===== config.mk =====
export PLATFORM = sky130hd
export DESIGN_NAME = dma_sched_top
export DESIGN_NICKNAME = d
export VERILOG_FILES = /design/src/dma_sched_pkg.sv /design/src/dma_sched_top.sv /design/src/desc_result.sv /design/src/block_execute.sv /design/src/desc_decode.sv /design/src/desc_mem.sv
export VERILOG_INCLUDE_DIRS = /design/src
export SDC_FILE = /design/constraint.sdc
export NUM_CORES = 1
export LEC_CHECK = 0
export BUFFER_PORTS_ARGS = -buffer_cell sky130_fd_sc_hd__buf_2
export CORE_UTILIZATION = 30
export DETAILED_ROUTE_END_ITERATION = 12
export PLACE_DENSITY = 0.49
export SLEW_MARGIN = 40
export SYNTH_ARGS = -nofsm -noshare
export SYNTH_HDL_FRONTEND = slang
export SYNTH_SLANG_ARGS = --single-unit

===== constraint.sdc =====
create_clock -name CLK -period 5.4 [get_ports CLK]
set_clock_uncertainty 0.15 [all_clocks]
set_input_delay 0 -clock CLK [delete_from_list [all_inputs] [get_ports CLK]]
set_output_delay 0 -clock CLK [all_outputs]
set_load 0.05 [all_outputs]

===== src/dma_sched_consts.svh =====
`ifndef DMA_SCHED_CONSTS_SVH
`define DMA_SCHED_CONSTS_SVH

// ---------------------------------------------------------------------------
// descriptor store
// ---------------------------------------------------------------------------

`define DS_SLOTS 8

// apb byte address, slot in 5:3, word select in bit 2
`define DS_APB_AW 6

// ---------------------------------------------------------------------------
// block sizing
// ---------------------------------------------------------------------------

// longest single block handed to the mover, in words
`define DS_MAX_BLOCK 64

// page offset width; blocks never straddle a page
`define DS_PAGE_BITS 12
`define DS_PAGE_WORDS (1 << `DS_PAGE_BITS)

`endif

===== src/dma_sched_pkg.sv =====
`default_nettype none

package dma_sched_pkg;

  typedef logic [31:0] addr_t;  // word address
  typedef logic [23:0] len_t;   // remaining words
  typedef logic [2:0]  slot_t;
  typedef logic [6:0]  cnt_t;   // 0 .. 64

  // one descriptor slot, 64 bits, cpu sees it as two words
  typedef struct packed {
    logic       active;
    logic       irq_en;
    logic [5:0] rsvd;
    len_t       len;
    addr_t      addr;
  } desc_t;

  // len is the whole remaining length, cnt the clipped block
  typedef struct packed {
    slot_t slot;
    addr_t addr;
    len_t  len;
    logic  irq_en;
    cnt_t  cnt;
  } cmd_t;

  typedef struct packed {
    slot_t slot;
    addr_t addr;
    len_t  len;
    logic  irq_en;
    cnt_t  sent;  // as reported by the mover
    logic  stop;
  } outcome_t;

  typedef enum logic [1:0] {
    SCAN,
    LOOK,
    HOLD,
    WAIT
  } dec_state_t;

endpackage

`default_nettype wire


===== src/dma_sched_top.sv =====
`default_nettype none
`timescale 1ns/100ps

`include "dma_sched_consts.svh"

module dma_sched_top (
  input  wire                       CLK,
  input  wire                       RST,
  input  wire                       psel,
  input  wire                       penable,
  input  wire                       pwrite,
  input  wire [`DS_APB_AW-1:0]      paddr,
  input  wire [31:0]                pwdata,
  output logic [31:0]               prdata,
  output logic                      pready,
  output logic                      blk_issue,
  output dma_sched_pkg::addr_t      blk_addr,
  output dma_sched_pkg::cnt_t       blk_count,
  input  wire                       blk_done,
  input  wire dma_sched_pkg::cnt_t  blk_sent,
  input  wire                       blk_stop,
  output logic                      irq,
  output dma_sched_pkg::slot_t      irq_slot,
  output logic                      irq_err
);
  import dma_sched_pkg::*;

  slot_t    rd_slot;
  desc_t    rd_desc;
  cmd_t     cmd;
  logic     cmd_valid;
  logic     cmd_ready;
  outcome_t res;
  logic     res_valid;
  logic     wr_en;
  slot_t    wr_slot;
  desc_t    wr_desc;
  logic     wb_release;

  desc_mem i_desc_mem (
    .CLK, .RST,
    .psel, .penable, .pwrite, .paddr, .pwdata, .prdata, .pready,
    .rd_slot, .rd_desc,
    .wr_en, .wr_slot, .wr_desc
  );

  desc_decode i_desc_decode (
    .CLK, .RST,
    .rd_desc, .cmd_ready, .wb_release,
    .rd_slot, .cmd, .cmd_valid
  );

  block_execute i_block_execute (
    .CLK, .RST,
    .cmd, .cmd_valid, .cmd_ready,
    .blk_issue, .blk_addr, .blk_count, .blk_done, .blk_sent, .blk_stop,
    .res, .res_valid
  );

  desc_result i_desc_result (
    .CLK, .RST,
    .res, .res_valid,
    .wr_en, .wr_slot, .wr_desc, .wb_release,
    .irq, .irq_slot, .irq_err
  );

endmodule

`default_nettype wire


===== src/desc_result.sv =====
`default_nettype none
`timescale 1ns/100ps

module desc_result (
  input  wire                          CLK,
  input  wire                          RST,
  input  wire dma_sched_pkg::outcome_t res,
  input  wire                          res_valid,
  output logic                         wr_en,
  output dma_sched_pkg::slot_t         wr_slot,
  output dma_sched_pkg::desc_t         wr_desc,
  output logic                         wb_release,
  output logic                         irq,
  output dma_sched_pkg::slot_t         irq_slot,
  output logic                         irq_err
);
  import dma_sched_pkg::*;

  len_t  new_len;
  addr_t new_addr;
  logic  closing;

  assign new_len  = res.len - len_t'(res.sent);
  assign new_addr = res.addr + addr_t'(res.sent);
  assign closing  = (new_len == '0) | res.stop;  // abrupt stop ends it too

  always_ff @(posedge CLK)
  begin
    if (!RST)
    begin
      wr_en      <= 1'b0;
      wb_release <= 1'b0;
      irq        <= 1'b0;
    end
    else
    begin
      wr_en      <= res_valid;
      wb_release <= res_valid;
      irq        <= res_valid & closing & res.irq_en;
    end
  end

  always_ff @(posedge CLK)
  begin
    if (res_valid)
    begin
      wr_slot        <= res.slot;
      wr_desc.active <= ~closing;
      wr_desc.irq_en <= res.irq_en;
      wr_desc.rsvd   <= '0;
      wr_desc.len    <= new_len;
      wr_desc.addr   <= new_addr;
      irq_slot       <= res.slot;
      irq_err        <= res.stop;
    end
  end

endmodule

`default_nettype wire


===== src/block_execute.sv =====
`default_nettype none
`timescale 1ns/100ps

`include "dma_sched_consts.svh"

module block_execute (
  input  wire                      CLK,
  input  wire                      RST,
  input  wire dma_sched_pkg::cmd_t cmd,
  input  wire                      cmd_valid,
  output logic                     cmd_ready,
  output logic                     blk_issue,
  output dma_sched_pkg::addr_t     blk_addr,
  output dma_sched_pkg::cnt_t      blk_count,
  input  wire                      blk_done,
  input  wire dma_sched_pkg::cnt_t blk_sent,
  input  wire                      blk_stop,
  output dma_sched_pkg::outcome_t  res,
  output logic                     res_valid
);
  import dma_sched_pkg::*;

  logic busy;
  logic accept;
  logic finish;

  // carried from the command to the outcome
  slot_t hold_slot;
  len_t  hold_len;
  logic  hold_irq_en;

  logic [`DS_PAGE_BITS:0] room;
  logic [`DS_PAGE_BITS:0] want;
  cnt_t                   first_cnt;

  assign cmd_ready = ~busy;
  assign accept    = cmd_valid & ~busy;
  assign finish    = busy & blk_done;

  // ---------------------------------------------------------------------------
  // page split
  // ---------------------------------------------------------------------------

  assign room = (`DS_PAGE_BITS + 1)'(`DS_PAGE_WORDS)
              - {1'b0, cmd.addr[`DS_PAGE_BITS-1:0]};
  assign want = {{(`DS_PAGE_BITS - 6){1'b0}}, cmd.cnt};

  // rest of the page is picked up when decode comes back to this slot
  assign first_cnt = (want > room) ? room[6:0] : cmd.cnt;

  // ---------------------------------------------------------------------------
  // issue and wait
  // ---------------------------------------------------------------------------

  always_ff @(posedge CLK)
  begin
    if (!RST)
    begin
      busy      <= 1'b0;
      blk_issue <= 1'b0;
      res_valid <= 1'b0;
    end
    else
    begin
      blk_issue <= accept;
      res_valid <= finish;
      if (accept)
      begin
        busy <= 1'b1;
      end
      else if (finish)
      begin
        busy <= 1'b0;
      end
    end
  end

  always_ff @(posedge CLK)
  begin
    if (accept)
    begin
      blk_addr    <= cmd.addr;
      blk_count   <= first_cnt;
      hold_slot   <= cmd.slot;
      hold_len    <= cmd.len;
      hold_irq_en <= cmd.irq_en;
    end
    if (finish)
    begin
      res.slot   <= hold_slot;
      res.addr   <= blk_addr;
      res.len    <= hold_len;
      res.irq_en <= hold_irq_en;
      res.sent   <= blk_sent;  // mover's word, unchanged
      res.stop   <= blk_stop;
    end
  end

endmodule

`default_nettype wire


===== src/desc_decode.sv =====
`default_nettype none
`timescale 1ns/100ps

`include "dma_sched_consts.svh"

module desc_decode (
  input  wire                       CLK,
  input  wire                       RST,
  input  wire dma_sched_pkg::desc_t rd_desc,
  input  wire                       cmd_ready,
  input  wire                       wb_release,
  output dma_sched_pkg::slot_t      rd_slot,
  output dma_sched_pkg::cmd_t       cmd,
  output logic                      cmd_valid
);
  import dma_sched_pkg::*;

  dec_state_t state;
  slot_t      next_slot;
  cnt_t       blk_cnt;
  logic       take;

  assign next_slot = (rd_slot == slot_t'(`DS_SLOTS - 1)) ? '0 : rd_slot + 1'b1;

  // no more than one block's worth per command
  assign blk_cnt = (rd_desc.len > len_t'(`DS_MAX_BLOCK)) ? cnt_t'(`DS_MAX_BLOCK)
                                                         : rd_desc.len[6:0];

  assign take = (state == LOOK) && rd_desc.active;

  always_ff @(posedge CLK)
  begin
    if (!RST)
    begin
      state     <= SCAN;
      rd_slot   <= '0;
      cmd_valid <= 1'b0;
    end
    else
    begin
      case (state)
        SCAN: state <= LOOK;  // rd_slot settles
        LOOK:
        begin
          if (rd_desc.active)
          begin
            cmd_valid <= 1'b1;
            state     <= HOLD;
          end
          else
          begin
            rd_slot <= next_slot;
            state   <= SCAN;
          end
        end
        HOLD:
        begin
          if (cmd_ready)
          begin
            cmd_valid <= 1'b0;
            state     <= WAIT;
          end
        end
        WAIT:
        begin
          // move on even if this slot is still active, keeps it fair
          if (wb_release)
          begin
            rd_slot <= next_slot;
            state   <= SCAN;
          end
        end
        default: state <= SCAN;
      endcase
    end
  end

  always_ff @(posedge CLK)
  begin
    if (take)
    begin
      cmd.slot   <= rd_slot;
      cmd.addr   <= rd_desc.addr;
      cmd.len    <= rd_desc.len;
      cmd.irq_en <= rd_desc.irq_en;
      cmd.cnt    <= blk_cnt;
    end
  end

endmodule

`default_nettype wire


===== src/desc_mem.sv =====
`default_nettype none
`timescale 1ns/100ps

`include "dma_sched_consts.svh"

module desc_mem (
  input  wire                       CLK,
  input  wire                       RST,
  input  wire                       psel,
  input  wire                       penable,
  input  wire                       pwrite,
  input  wire [`DS_APB_AW-1:0]      paddr,
  input  wire [31:0]                pwdata,
  output logic [31:0]               prdata,
  output logic                      pready,
  input  wire dma_sched_pkg::slot_t rd_slot,
  output dma_sched_pkg::desc_t      rd_desc,
  input  wire                       wr_en,
  input  wire dma_sched_pkg::slot_t wr_slot,
  input  wire dma_sched_pkg::desc_t wr_desc
);
  import dma_sched_pkg::*;

  desc_t mem [`DS_SLOTS];

  slot_t apb_slot;
  logic  apb_hi;
  logic  access;

  assign apb_slot = paddr[5:3];
  assign apb_hi   = paddr[2];  // 1 = flags and length
  assign access   = psel & penable;

  // engine writeback wins, apb waits one cycle
  assign pready = ~(access & wr_en);

  assign prdata  = apb_hi ? mem[apb_slot][63:32] : mem[apb_slot][31:0];
  assign rd_desc = mem[rd_slot];

  always_ff @(posedge CLK)
  begin
    if (!RST)
    begin
      for (int i = 0; i < `DS_SLOTS; i++)
      begin
        mem[i] <= '0;
      end
    end
    else if (wr_en)
    begin
      mem[wr_slot] <= wr_desc;
    end
    else if (access && pwrite)
    begin
      if (apb_hi)
      begin
        mem[apb_slot][63:32] <= pwdata;
      end
      else
      begin
        mem[apb_slot][31:0] <= pwdata;
      end
    end
  end

endmodule

`default_nettype wire


==> results of run 1 <==
cells by family (layout without fill, tap and decap cells):
kind of cell | count (synthesis) | count (layout) | synth area share
mux | 346 | 346 | 0.194
xor+xnor | 46 | 46 | 0.0112
flops | 790 | 790 | 0.656
other cells | 0 | 2 | 0
buf+inv | 176 | 416 | 0.0197
fa+ha+maj | 26 | 26 | 0.00946
compound gates | 131 | 131 | 0.0224
simple gates | 741 | 741 | 0.0872
cell usage after synthesis (all sizes together) (3+ instances only):
master  number
o21a         4
nor2       546
nor2b       10
xor2        18
nand3b       7
edfxtp     776
mux2i       16
mux4       276
o211ai       9
or2          3
nand4        6
a21oi       67
nand3       16
nand2       60
buf         31
nor3        11
dfxtp       14
nor4        13
clkbuf     109
o21ai       15
nor3b        4
ha          24
a21boi      10
and2        31
mux2        54
a21o         4
o31ai        4
or3          9
nand2b       8
inv         36
and3        11
xnor2       28
area by class of cell:
| type | count | area, sq um |
|---|---|---|
| clock buffers | 101 | 2270 |
| repair buffers | 225 | 1570 |
| clock inverters | 54 | 613 |
| fillers | 11300 | 76500 |
| diodes | 2 | 5.00 |
| flip-flops and latches | 790 | 23600 |
| multi-input cells | 1290 | 11700 |
| well taps | 1600 | 2000 |
| inverters | 36 | 135 |
repair_timing:
item                                    in CTS  in global routing
endpoints found under the hold margin      285                  3
hold buffers                                38                  1
endpoints found under the setup margin       0                  0
power breakdown:
| group | switching, mW | internal [mW] | total [mW] |
|---|---|---|---|
| Clock | 2.50 | 3.63 | 6.13 |
| Combinational | 0.826 | 0.528 | 1.35 |
| Sequential | 0.127 | 6.96 | 7.09 |
| Total | 3.45 | 11.1 | 14.6 |
worst paths after layout:
path | start | endpoint | slack [ns] | cells past startpoint
setup / recovery | flip-flop | i_desc_decode.cmd[5] | 1.58 | 6
hold / removal | pwdata[14] | i_desc_mem.mem[3][14] | 0.05 | 4
setup reg to reg | flip-flop | i_desc_decode.cmd[5] | 1.58 | 6
hold reg to reg | i_block_execute.hold_irq_en | i_block_execute.res[8] | 0.26 | 0
flip-flops by register name, summed over array words and instances, names as in the netlist, named ones only:
register	count
i_block_execute.hold_len	24
i_desc_decode.state	1
i_block_execute.blk_count	7
i_block_execute.blk_issue	1
i_block_execute.blk_addr	32
i_desc_decode.rd_slot	3
i_desc_result.wr_en	1
i_block_execute.res	68
i_desc_decode.cmd	67
i_desc_mem.mem	512
i_desc_result.irq	1
i_desc_result.wr_desc	58
i_desc_result.irq_err	1
i_block_execute.res_valid	1
i_block_execute.busy	1
i_desc_decode.cmd_valid	1
i_block_execute.hold_irq_en	1
i_desc_result.irq_slot	3
i_block_execute.hold_slot	3
per-layer routing:
metal	GRT usage	vias up	part of all wire
met5	0	-	0
li1	-	9042	-
met4	0.0501	0	0.025
met2	0.310	878	0.49
met1	0.249	11300	0.41
met3	0.0336	138	0.075
critical path, cell delays in order, from the launching register on:
cell and delay [ns]:
sky130_fd_sc_hd__dfxtp_4 0.73, sky130_fd_sc_hd__mux4_2 0.59, sky130_fd_sc_hd__mux2_2 0.34, sky130_fd_sc_hd__nor4_1 0.73, sky130_fd_sc_hd__nor3b_2 0.51, sky130_fd_sc_hd__nand4_1 0.35
sky130_fd_sc_hd__nor2_1 0.21
==> results.md, run 1 <==
Outcome:
- The flow ran to the end, and the final reports show no timing, DRC or antenna violations.

Yosys:
- The synthesis-stage register bit count is 790.
- In the synthesized netlist the async set-or-reset flop fraction comes to 0.
- Sorting the synthesized cells by area gives the leading types as sky130_fd_sc_hd__edfxtp_1, sky130_fd_sc_hd__mux4_2, sky130_fd_sc_hd__nor2_1, sky130_fd_sc_hd__mux2_2, sky130_fd_sc_hd__clkbuf_1.
- The synthesized netlist occupies a cell area of 36000 sq um.
- The biggest area contributor in the post-synthesis netlist is sky130_fd_sc_hd__edfxtp_1.
- The number of instances in the synthesized netlist is 2256.
- The number of nets in the synthesized netlist is 2334.
- The synthesized area divided by synthesized cell count is 15.9 sq um.
- The portion of the post-synthesis area used by sequential elements is 0.656.
- During synthesis, Yosys emitted a total of 0 warnings.
- The number of enable flip-flop cells after synthesis is 776.
- The dominant synthesized flop cell is sky130_fd_sc_hd__edfxtp_1.
- The number of unique standard cell types used by synthesis is 60.
- Of the post-synthesis cell area, the dominant cell type holds 0.648.

Floorplanning:
- The die outline height is 348 um.
- The region available for standard cell placement spans 118000 sq um.
- The horizontal die dimension is 348 um.
- The I/O pin total is 130.
- The initial utilization of the core area, before any placement, comes to 0.304.
- The floorplan step defined a die boundary enclosing 121000 sq um.
- The number of core rows is 126.

Clock tree:
- For this design, the sink count on the clock tree is 790.
- The latest clock arrival within the worst-skew pair is 0.65 ns.
- The count of H-tree levels built during CTS is 3.
- The root cell of the clock tree is sky130_fd_sc_hd__clkbuf_16.
- Counting along the longest clock path gives a buffer depth of 3.
- Post-CTS timing repair inserted 0 buffers for setup.
- Buffers inserted during clock tree synthesis total 85.
- The post-cts repair resize count is 0.
- The clock-pin transition on the worst setup and hold timing paths is 0.06 ns.
- TritonCTS built the clock tree.

Power and ir drop:
- The power density over cell area is 347 nW/um^2.
- For this design the static power due to leakage is 14.2 nW.
- The overall power of the completed layout is 14.6 mW.
- The worst ir drop on vdd is 0.264 mV.

STA:
- The worst-case setup margin in the final layout is 1.58 ns.
- The ratio of final minimum period to clock period is 0.708.
- The fmax is 262 MHz.
- Setup violations remaining at the end of the flow were counted as 0.
- The sum of negative setup slack is 0 ns.
- The number of slew-limit violations in the final report is 0.
- The slew at the pin with the worst max-slew slack is 0.978 ns.
- The clock period minus worst slack is 3.82 ns.
- Headroom to the max-slew limit came out at 0.344.
- The final count of hold timing violations is 0.
- Final hold analysis gives a worst-case slack of 0.0458 ns.
- Setup repair after global routing left no endpoint under its margin.

GRT:
- The first global-routing pass estimated 159000 um of wire.
- Global routing finished with a remaining overflow of 0.
- The pin count of the biggest net entering global routing is 67.
- The via count of the first global-routing pass is 21700.
- The initial antenna violation count is 0.
- The overall routing resource usage is 0.186.

Finish:
- The number of nets at the end of the flow is 2506.
- The final core utilization is 0.354.
- Of the cells placed in the final design, the portion with a size suffix greater than 1 is 0.268.
- Leaving out fill and tap cells, the most frequent cell in the layout is sky130_fd_sc_hd__edfxtp_1.
- The final cell area excluding filler cells is 41900 sq um.
- Compared with the post-synthesis result, the final layout area differs by 16.6%.
- The finished layout holds 4098 standard cells, fillers aside.
- In the layout the commonest cells are sky130_fd_sc_hd__edfxtp_1, sky130_fd_sc_hd__nor2_1, sky130_fd_sc_hd__mux4_2.

Critical path:
- The kind of start point of the critical path is a flip-flop.
- The largest driver fanout on the critical path is 26.
- The setup path with the least slack is of type flip-flop to flip-flop.
- STA puts the critical path data required time at 5.74 ns.
- The critical path endpoint category is a flip-flop.
- Data on the critical path arrives at its endpoint at 4.17 ns.

Placement:
- The post-placement setup slack is 1.58 ns.
- The area after detailed placement is 38600 sq um.
- The count of input and output buffers is 127.
- The final weighted congestion in routability-driven placement is 0.852.
- The number of instances in the placed design is 3901.
- The half-perimeter wire length after detailed placement is 73100 um.

Drt:
- In the final routed layout, each cell accounts on average for 27.7 um.
- The detail route stage leaves a number of antenna-violating nets equal to 0.
- After the first detailed-routing iteration, the DRC count stood at 2286.
- The aggregate routed wire length is 114000 um.
- Dividing the detail-routed via count by the number of cells gives 5.20.
- After detailed routing, the number of remaining DRC violations is 0.
- The via count of the routed design is 21300.
- The count of TritonRoute iterations in the first routing pass is 5.

Job:
- The tool flagged a number of max-cap violations equal to 0.

Hold path:
- The worst hold path belongs to the class input pin to flip-flop.
No activity file was read; power rests on OpenSTA's default activity.
==> run 2: changes to the inputs <==
Settings changed: PLACE_DENSITY 0.49 to 0.5.
Clock period 5.4 ns to 3.2 ns, I/O delays scaled along.
==> results.md, run 2 (synthesis gave the netlist of run 1 again) <==
Placement:
- The final weighted congestion in routability-driven placement is 0.859 (+0.82%).
- The half-perimeter wire length after detailed placement is 75600 um (+3.4%).
- The area after detailed placement came to 39300 sq um (+1.6%).
- The count of input and output buffers was 127 (unchanged).

STA:
- The number of slew-limit violations in the final report is 0 (unchanged).
- The fmax was 323 MHz (+23%).
- The worst slew margin relative to its limit is 0.444 (+0.100).
- The count of endpoints failing setup in the final report is 0 (unchanged).
- The ratio of final minimum period to clock period is 0.969 (+0.261).
- The worst hold slack after final layout is 0.0391 ns (-0.00668 ns).
- The sum of negative setup slack is 0 ns (unchanged).
- Setup repair after global routing left no endpoint under its margin.
- The clock period minus worst slack is 3.10 ns (-0.721 ns).
- The final count of hold timing violations is 0 (unchanged).
- The slew at the pin with the worst max-slew slack is 0.834 ns (-0.144 ns).

Hold path:
- In this run the most critical hold path is launched from pwdata[6].
- The depth of the worst hold-timing path came to 4 (unchanged).
- The path category of the worst min-delay check is input pin to flip-flop.
- The path with the worst hold slack has its endpoint at i_desc_mem.mem[5][6].

Finish:
- In the layout the commonest cells are sky130_fd_sc_hd__edfxtp_1, sky130_fd_sc_hd__nor2_1, sky130_fd_sc_hd__mux4_2.
- The number of nets at the end of the flow was 2566 (+2.4%).
- The proportion of layout cells with a drive suffix above 1 is 0.279 (+0.0119).
- The largest registers in the layout are i_desc_mem.mem (512), i_block_execute.res (68), i_desc_decode.cmd (67).
- The area growth from synthesis to layout is 17.7%.
- Leaving out fill and tap cells, the most frequent cell in the layout is sky130_fd_sc_hd__edfxtp_1.
- The final cell area excluding filler cells is 42300 sq um (+0.96%).
- The number of flip-flops under the largest register name was 512 (unchanged).
- The final core utilization is 0.358 (+0.00341).
- The most flop-heavy register is i_desc_mem.mem.

Critical path:
- The kind of critical path is flip-flop to flip-flop.
- STA classifies the critical path endpoint as a flip-flop.
- The setup slack of the most critical reg-to-reg path is 0.1 ns (-1.48 ns).
- The largest driver fanout on the critical path is 4 (-85%).
- Traced cell by cell, the critical path runs through ha_1 -> fa_1 -> nand2b_1 -> a21o_1 -> a211o_1 -> nand3b_1 -> nor4_2 -> nand4_1 -> and2_1.
- The data arrival at the endpoint of the critical path is 3.36 ns (-0.81 ns).
- The cell with the biggest individual delay on the critical path is sky130_fd_sc_hd__fa_1.
- The worst register-to-register path ends at i_desc_result.wr_desc[63].
- The required time at the worst-slack endpoint was 3.45 ns (-2.29 ns).
- The logic depth of the worst register-to-register path was 9 (+3).
- The kind of start point of the critical path is a flip-flop.
- The beginning of the worst register-to-register path is i_block_execute.res[1].
- The delay of the slowest cell on the worst path is 0.42 ns (-0.31 ns).

Power and ir drop:
- The clock network fraction of total power came to 0.401 (-0.020).
- The fraction of power spent switching nets is 0.236 (-0.00138).
- The sequential group share of total power is 0.497 (+0.010).
- The internal power component is 18.3 mW (+65%).
- The reported net switching power is 5.65 mW (+64%).
- The combinational share of power came to 0.101 (+0.008).
- The overall power of the completed layout is 24.0 mW (+65%).
- The worst ir drop on vdd is 0.368 mV (+39%).
- The leakage power figure is 14.5 nW (+1.9%).
- The power density over cell area is 567 nW/um^2 (+63%).

Drt:
- The aggregate routed wire length came to 115000 um (+1.5%).
- The residual antenna-violating net count after detailed routing is 0 (unchanged).
- The via count of the routed design came to 21800 (+2.0%).
- The routed length per instance was 27.8 um (+0.15%).
- The via count normalized by instance count was 5.24 (+0.69%).
- The count of routing violations after the opening detailed-route iteration is 2357 (+3.1%).
- The final routed DRC violation total is 0 (unchanged).
- The count of TritonRoute iterations in the first routing pass was 5 (unchanged).

GRT:
- The overall routing resource usage came to 0.190 (+0.00387).
- The via count of the first global-routing pass is 21900 (+0.66%).
- The pin count of the biggest net entering global routing is 68 (+1.5%).
- The wire length of the first global-routing pass is 163000 um (+2.6%).
- The initial antenna violation count is 2 (+2).
- The total congestion overflow after global routing is 0 (unchanged).

Floorplanning:
- The number of core rows is 126 (unchanged).
- The die outline height was 348 um (unchanged).
- The I/O pin total is 130 (unchanged).
- The horizontal die dimension is 348 um (unchanged).
- The area of the die is 121000 sq um (unchanged).
- The starting density of the core is 0.304 (unchanged).
- The area inside the core boundary came to 118000 sq um (unchanged).

Outcome:
- The flow ran to the end, and the final reports show no timing, DRC or antenna violations.

Clock tree:
- The clock-pin transition on the worst setup and hold timing paths is 0.06 ns (about the same).
- The TritonCTS buffer count is 84 (-1.2%).
- The largest buffer count on any clock path is 3 (unchanged).
- The root cell of the clock tree is sky130_fd_sc_hd__clkbuf_16.
- The TritonCTS clock tree is done.
- The latest clock arrival within the worst-skew pair came to 0.65 ns (about the same).
- The number of clock sinks is 790 (unchanged).
- The count of H-tree levels built during CTS is 3 (unchanged).

Job:
- The number of max-capacitance violations reported was 0 (unchanged).
## run 2: cell count changes in the layout (fill, tap and decap cells not counted), sizes merged
cell and change:
buf +65, bufinv -4, clkbuf +6, clkinv -6, clkinvlp -2, diode -1
dlygate4sd3 -4
## run 2: worst max-delay path by stage
stage | start | endpoint | slack, ns | cells after the start
global placement | i_block_execute.res[2] | i_desc_result.wr_desc[31] | -0.07 | 11
CTS | i_block_execute.res[1] | i_desc_result.wr_desc[63] | 0.02 | 9
floorplan | i_desc_result.irq_slot[2] | i_desc_mem.mem[0][0] | 0.11 | 5
global route | i_block_execute.res[7] | i_desc_result.wr_desc[63] | 0.002 | 9
finish | i_block_execute.res[1] | i_desc_result.wr_desc[63] | 0.1 | 9
detailed placement | i_block_execute.res[2] | i_desc_result.wr_desc[31] | -0.03 | 11
## run 2: worst max-delay path, delay by kind of cell, from the launching register on
family	cells	cell delay, ns
adder cells (fa/ha/maj)	2	0.68
AO/OA/AOI/OAI	2	0.50
AND/OR/NAND/NOR	5	1.15
flip-flops	1	0.41
## run 2: final cells by class
type | instances | area [sq um]
diodes | 1 | 2.50
inverters | 36 | 135
clock buffers | 107 | 2220
fillers | 11200 | 76100
well taps | 1600 | 2000
multi-input cells | 1290 | 11700
repair buffers | 286 | 2240
clock inverters | 42 | 430
flip-flops and latches | 790 | 23600
## run 2: through the flow
step | worst slack, ns | instances
finish | 0.0994 | 4152
global route | 0.00211 | 4151
CTS | 0.0158 | 4142
detailed placement | -0.0271 | 3958
global placement | -0.0703 | 3958
floorplan | 0.111 | 2256
## run 2: metal layers
layer  share of wire  vias to the layer above  GRT usage  routed length, um
li1                -                     9164          -                  -
met2            0.49                     1009      0.312              55900
met3           0.076                      153     0.0326               8710
met5               0                        -          0                  0
met1            0.41                    11400      0.257              47300
met4           0.028                        0     0.0568               3260
## run 2: what timing repair did
action | CTS | global route
pin swaps | 0 | 1
hold endpoints to repair | 261 | 0
buffers inserted | 0 | 9
hold buffers | 35 | 0
endpoints found under the setup margin | 1 | 19
gates resized for setup | 1 | 3
## run 2: power groups by stage
stage	clock, mW	combinational (mW)	sequential (mW)
detailed placement	0	2.40	12.2
finish	9.63	2.43	11.9
global route	10.2	2.55	12.0
CTS	9.83	2.44	11.9
floorplan	0	1.45	12.2
global placement	0	2.39	12.1
==> run 3: changes to the inputs <==
Settings changed: ABC_AREA set to 1.
==> results.md, run 3 <==
Hold path:
- The depth of the worst hold-timing path is 6 (+2).
- The path category of the worst min-delay check is input pin to flip-flop.
- The worst hold path begins at pwdata[6].
- The path with the worst hold slack has its endpoint at i_desc_mem.mem[7][6].

Finish:
- The final cell area excluding filler cells came to 45300 sq um (+7.0%).
- The area occupied by multi-input gates is 12000 sq um (+2.7%).
- The register with the most flip-flops in the final layout is i_desc_mem.mem.
- The library cells used most frequently in the layout, excluding fill and tap cells, are sky130_fd_sc_hd__nor2_1, sky130_fd_sc_hd__edfxtp_1, sky130_fd_sc_hd__o21ai_0.
- In the final layout, the registers with the most flip-flops are i_desc_mem.mem (512), i_block_execute.res (68), i_desc_decode.cmd (67).
- From synthesis to final layout, the design area changed by 19.0%.
- The number of nets at the end of the flow is 4286 (+67%).
- The proportion of layout cells with a drive suffix above 1 is 0.126 (-0.153).
- The area taken by flip-flops and latches is 23600 sq um (about the same).
- The number of flip-flops under the largest register name is 512 (unchanged).
- The count of filler cells inserted in the layout is 12600 (+12%).
- The most common cell after layout, fill and taps aside is sky130_fd_sc_hd__nor2_1.

STA:
- The fmax came to 349 MHz (+8.2%).
- The final count of hold timing violations is 0 (unchanged).
- The sum of negative setup slack is 0 ns (unchanged).
- The worst slew margin relative to its limit was 0.521 (+0.0768).
- The slew at the pin with the worst max-slew slack is 0.718 ns (-0.116 ns).
- The ratio of final minimum period to clock period is 0.895 (-0.0735).
- The count of endpoints failing setup in the final report is 0 (unchanged).
- The number of slew-limit violations in the final report is 0 (unchanged).
- Setup repair after global routing left no endpoint under its margin.
- The clock period minus worst slack came to 2.87 ns (-0.235 ns).

Critical path:
- The number of buffer and inverter instances along the worst setup path was 1 (+1).
- The setup slack of the most critical reg-to-reg path is 0.33 ns (+0.24 ns).
- The delay of the slowest cell on the worst path is 0.47 ns (+0.05 ns).
- The largest driver fanout on the critical path is 5 (+1).
- The critical path endpoint category is a flip-flop.
- The depth of the critical timing path with buffers and inverters included is 9 (unchanged).
- The logic depth of the worst register-to-register path is 9 (unchanged).
- The worst setup path is launched from a flip-flop.
- The data arrival at the endpoint of the critical path is 3.10 ns (-0.26 ns).
- Walking the worst path, the cells encountered are inv_1 -> fa_1 -> o21ai_0 -> a21oi_1 -> o21bai_1 -> nand2_1 -> nor2_2 -> nand4_1 -> xnor2_1.
- For this design, the slowest cell found on the critical path is sky130_fd_sc_hd__fa_1.
- The beginning of the worst register-to-register path is i_block_execute.res[2].
- The required time at the worst-slack endpoint is 3.43 ns (-0.02 ns).
- Broken down by cell family, the worst path's largest delay share belongs to compound AO/OA/AOI/OAI gates.
- The endpoint identified for the worst register-to-register timing path is i_desc_result.wr_desc[20].
- The kind of critical path is flip-flop to flip-flop.

Yosys:
- Summed over all instances, the cell type with the most area after synthesis is sky130_fd_sc_hd__edfxtp_1.
- The number of enable flip-flop cells after synthesis was 776 (unchanged).
- In the post-synthesis netlist, the biggest area contributors are sky130_fd_sc_hd__edfxtp_1, sky130_fd_sc_hd__o21ai_0, sky130_fd_sc_hd__nor2_1, sky130_fd_sc_hd__inv_1, sky130_fd_sc_hd__nand2_1.
- The async set-or-reset flop fraction in the synthesized netlist is 0 (unchanged).
- The dominant synthesized flop cell is sky130_fd_sc_hd__edfxtp_1.
- The synthesis-stage register bit count was 790 (unchanged).
- The number of unique standard cell types used by synthesis came to 39 (-35%).
- The number of instances in the synthesized netlist came to 3972 (+76%).
- The area share of the largest cell type after synthesis is 0.612 (-0.0362).
- The synthesis warning total is 0 (unchanged).
- The post-synthesis cell area is 38100 sq um (+5.9%).
- The portion of the post-synthesis area used by sequential elements was 0.619 (-0.0367).
- The number of nets in the synthesized netlist was 4050 (+74%).
- By count the netlist is led by sky130_fd_sc_hd__nor2_1, sky130_fd_sc_hd__edfxtp_1, sky130_fd_sc_hd__o21ai_0.
- The synthesized area divided by synthesized cell count is 9.59 sq um (-40%).
- In the post-synthesis netlist, the cell with the most instances is sky130_fd_sc_hd__nor2_1.

Drt:
- The via count normalized by instance count is 5.08 (-3.2%).
- The residual antenna-violating net count after detailed routing is 0 (unchanged).
- The aggregate routed wire length came to 135000 um (+17%).
- The final routed DRC violation total is 0 (unchanged).
- The count of routing violations after the opening detailed-route iteration is 2870 (+22%).
- The routed length per instance is 22.8 um (-18%).
- The via count of the routed design is 30100 (+38%).
- The count of TritonRoute iterations in the first routing pass came to 6 (+1).

Clock tree:
- The clock-pin transition on the worst setup and hold timing paths was 0.06 ns (about the same).
- The largest buffer count on any clock path is 3 (unchanged).
- The count of H-tree levels built during CTS is 3 (unchanged).
- The root cell of the clock tree is sky130_fd_sc_hd__clkbuf_16.
- The latest clock arrival within the worst-skew pair came to 0.65 ns (about the same).
- The TritonCTS buffer count was 86 (+2.4%).
- The TritonCTS clock tree is done.
- The number of clock sinks is 790 (unchanged).

Floorplanning:
- The die outline height is 358 um (+2.9%).
- The starting density of the core is 0.303 (-0.000778).
- The horizontal die dimension is 358 um (+2.9%).
- The I/O pin total came to 130 (unchanged).
- The area inside the core boundary is 126000 sq um (+6.2%).
- The area of the die is 128000 sq um (+5.9%).
- The number of core rows is 130 (+3.2%).

Placement:
- The area after detailed placement came to 42200 sq um (+7.5%).
- The half-perimeter wire length after detailed placement came to 87400 um (+16%).
- The final weighted congestion in routability-driven placement is 0.892 (+3.9%).
- The count of input and output buffers is 127 (unchanged).

Power and ir drop:
- The worst ir drop on vdd is 0.328 mV (-11%).
- The leakage power figure is 17.4 nW (+20%).
- The power density over cell area is 580 nW/um^2 (+2.3%).

GRT:
- The initial antenna violation count came to 4 (+2).
- The via count of the first global-routing pass is 28500 (+30%).
- The total congestion overflow after global routing is 0 (unchanged).
- The pin count of the biggest net entering global routing is 113 (+66%).
- The overall routing resource usage came to 0.207 (+0.0166).
- The wire length of the first global-routing pass is 192000 um (+18%).

Outcome:
- The flow ran to the end, and the final reports show no timing, DRC or antenna violations.

Job:
- The number of max-capacitance violations reported is 0 (unchanged).
==> run 3: worst register-to-register path: stages, from the launching register on <==
cell and delay, ns:
sky130_fd_sc_hd__edfxtp_1 0.43, sky130_fd_sc_hd__inv_1 0.11, sky130_fd_sc_hd__fa_1 0.47, sky130_fd_sc_hd__o21ai_0 0.35, sky130_fd_sc_hd__a21oi_1 0.22, sky130_fd_sc_hd__o21bai_1 0.17, sky130_fd_sc_hd__nand2_1 0.15, sky130_fd_sc_hd__nor2_2 0.26
sky130_fd_sc_hd__nand4_1 0.15, sky130_fd_sc_hd__xnor2_1 0.15
==> run 3: per-layer routing <==
layer	global-route usage	share of wire	vias to the layer above
li1	-	-	14200
met2	0.323	0.44	1221
met3	0.0392	0.088	205
met1	0.278	0.43	14500
met4	0.0915	0.042	2
met5	0	0.00012	-
==> run 3: cell families after synthesis <==
group           synth area share
compound gates             0.160
flops                      0.619
buf+inv                   0.0672
xor+xnor                 0.00828
fa+ha+maj                0.00893
simple gates               0.136
==> run 3: worst max-delay path by stage <==
stage | endpoint | start
after global routing | i_desc_result.wr_desc[28] | i_block_execute.res[2]
after CTS | i_block_execute.blk_count[0] | i_desc_decode.cmd[32]
after floorplan | i_desc_decode.cmd[0] | flip-flop
final | i_desc_result.wr_desc[20] | i_block_execute.res[2]
after detailed placement | i_block_execute.blk_count[0] | i_desc_decode.cmd[32]
after global placement | i_block_execute.blk_count[6] | i_desc_decode.cmd[32]
==> run 3: timing repair <==
action / in CTS / in global routing
hold buffers: 28 / 0
setup endpoints to repair: 0 / 11
buffers inserted: 0 / 0
gates resized for setup: 0 / 3
hold endpoints to repair: 173 / 0
==> run 3: final cells by class <==
type | count | share of cell area
Sequential cell | 790 | 0.521
Multi-Input combinational cell | 2511 | 0.265
Timing Repair Buffer | 402 | 0.0714
Clock buffer | 114 | 0.0525
Tap cell | 1650 | 0.0456
Inverter | 417 | 0.0347
Clock inverter | 40 | 0.00972
Antenna cell | 2 | 0.000110
==> run 3: power by group <==
group | switching [mW] | total (mW) | internal (mW) | leakage (nW)
sequential | 0.279 | 12.3 | 12.0 | 7.81
clock | 4.15 | 10.1 | 5.94 | 1.38
combinational | 2.79 | 3.90 | 1.11 | 8.19
total | 7.23 | 26.3 | 19.1 | 17.4
==> run 3: per-stage QoR <==
step            util  total power, mW  cells  setup WS, ns  hold WS (ns)
3_5_place_dp   0.336             16.3   5742         0.103        0.0359
5_1_grt        0.360             27.2   5924        0.0561        0.0786
6_report       0.360             26.3   5926         0.335        0.0644
3_3_place_gp   0.335             16.3   5742        0.0574        0.0468
4_1_cts        0.360             26.4   5924        0.0931        0.0164
2_1_floorplan      -             14.6   3972        0.0219       -0.0511
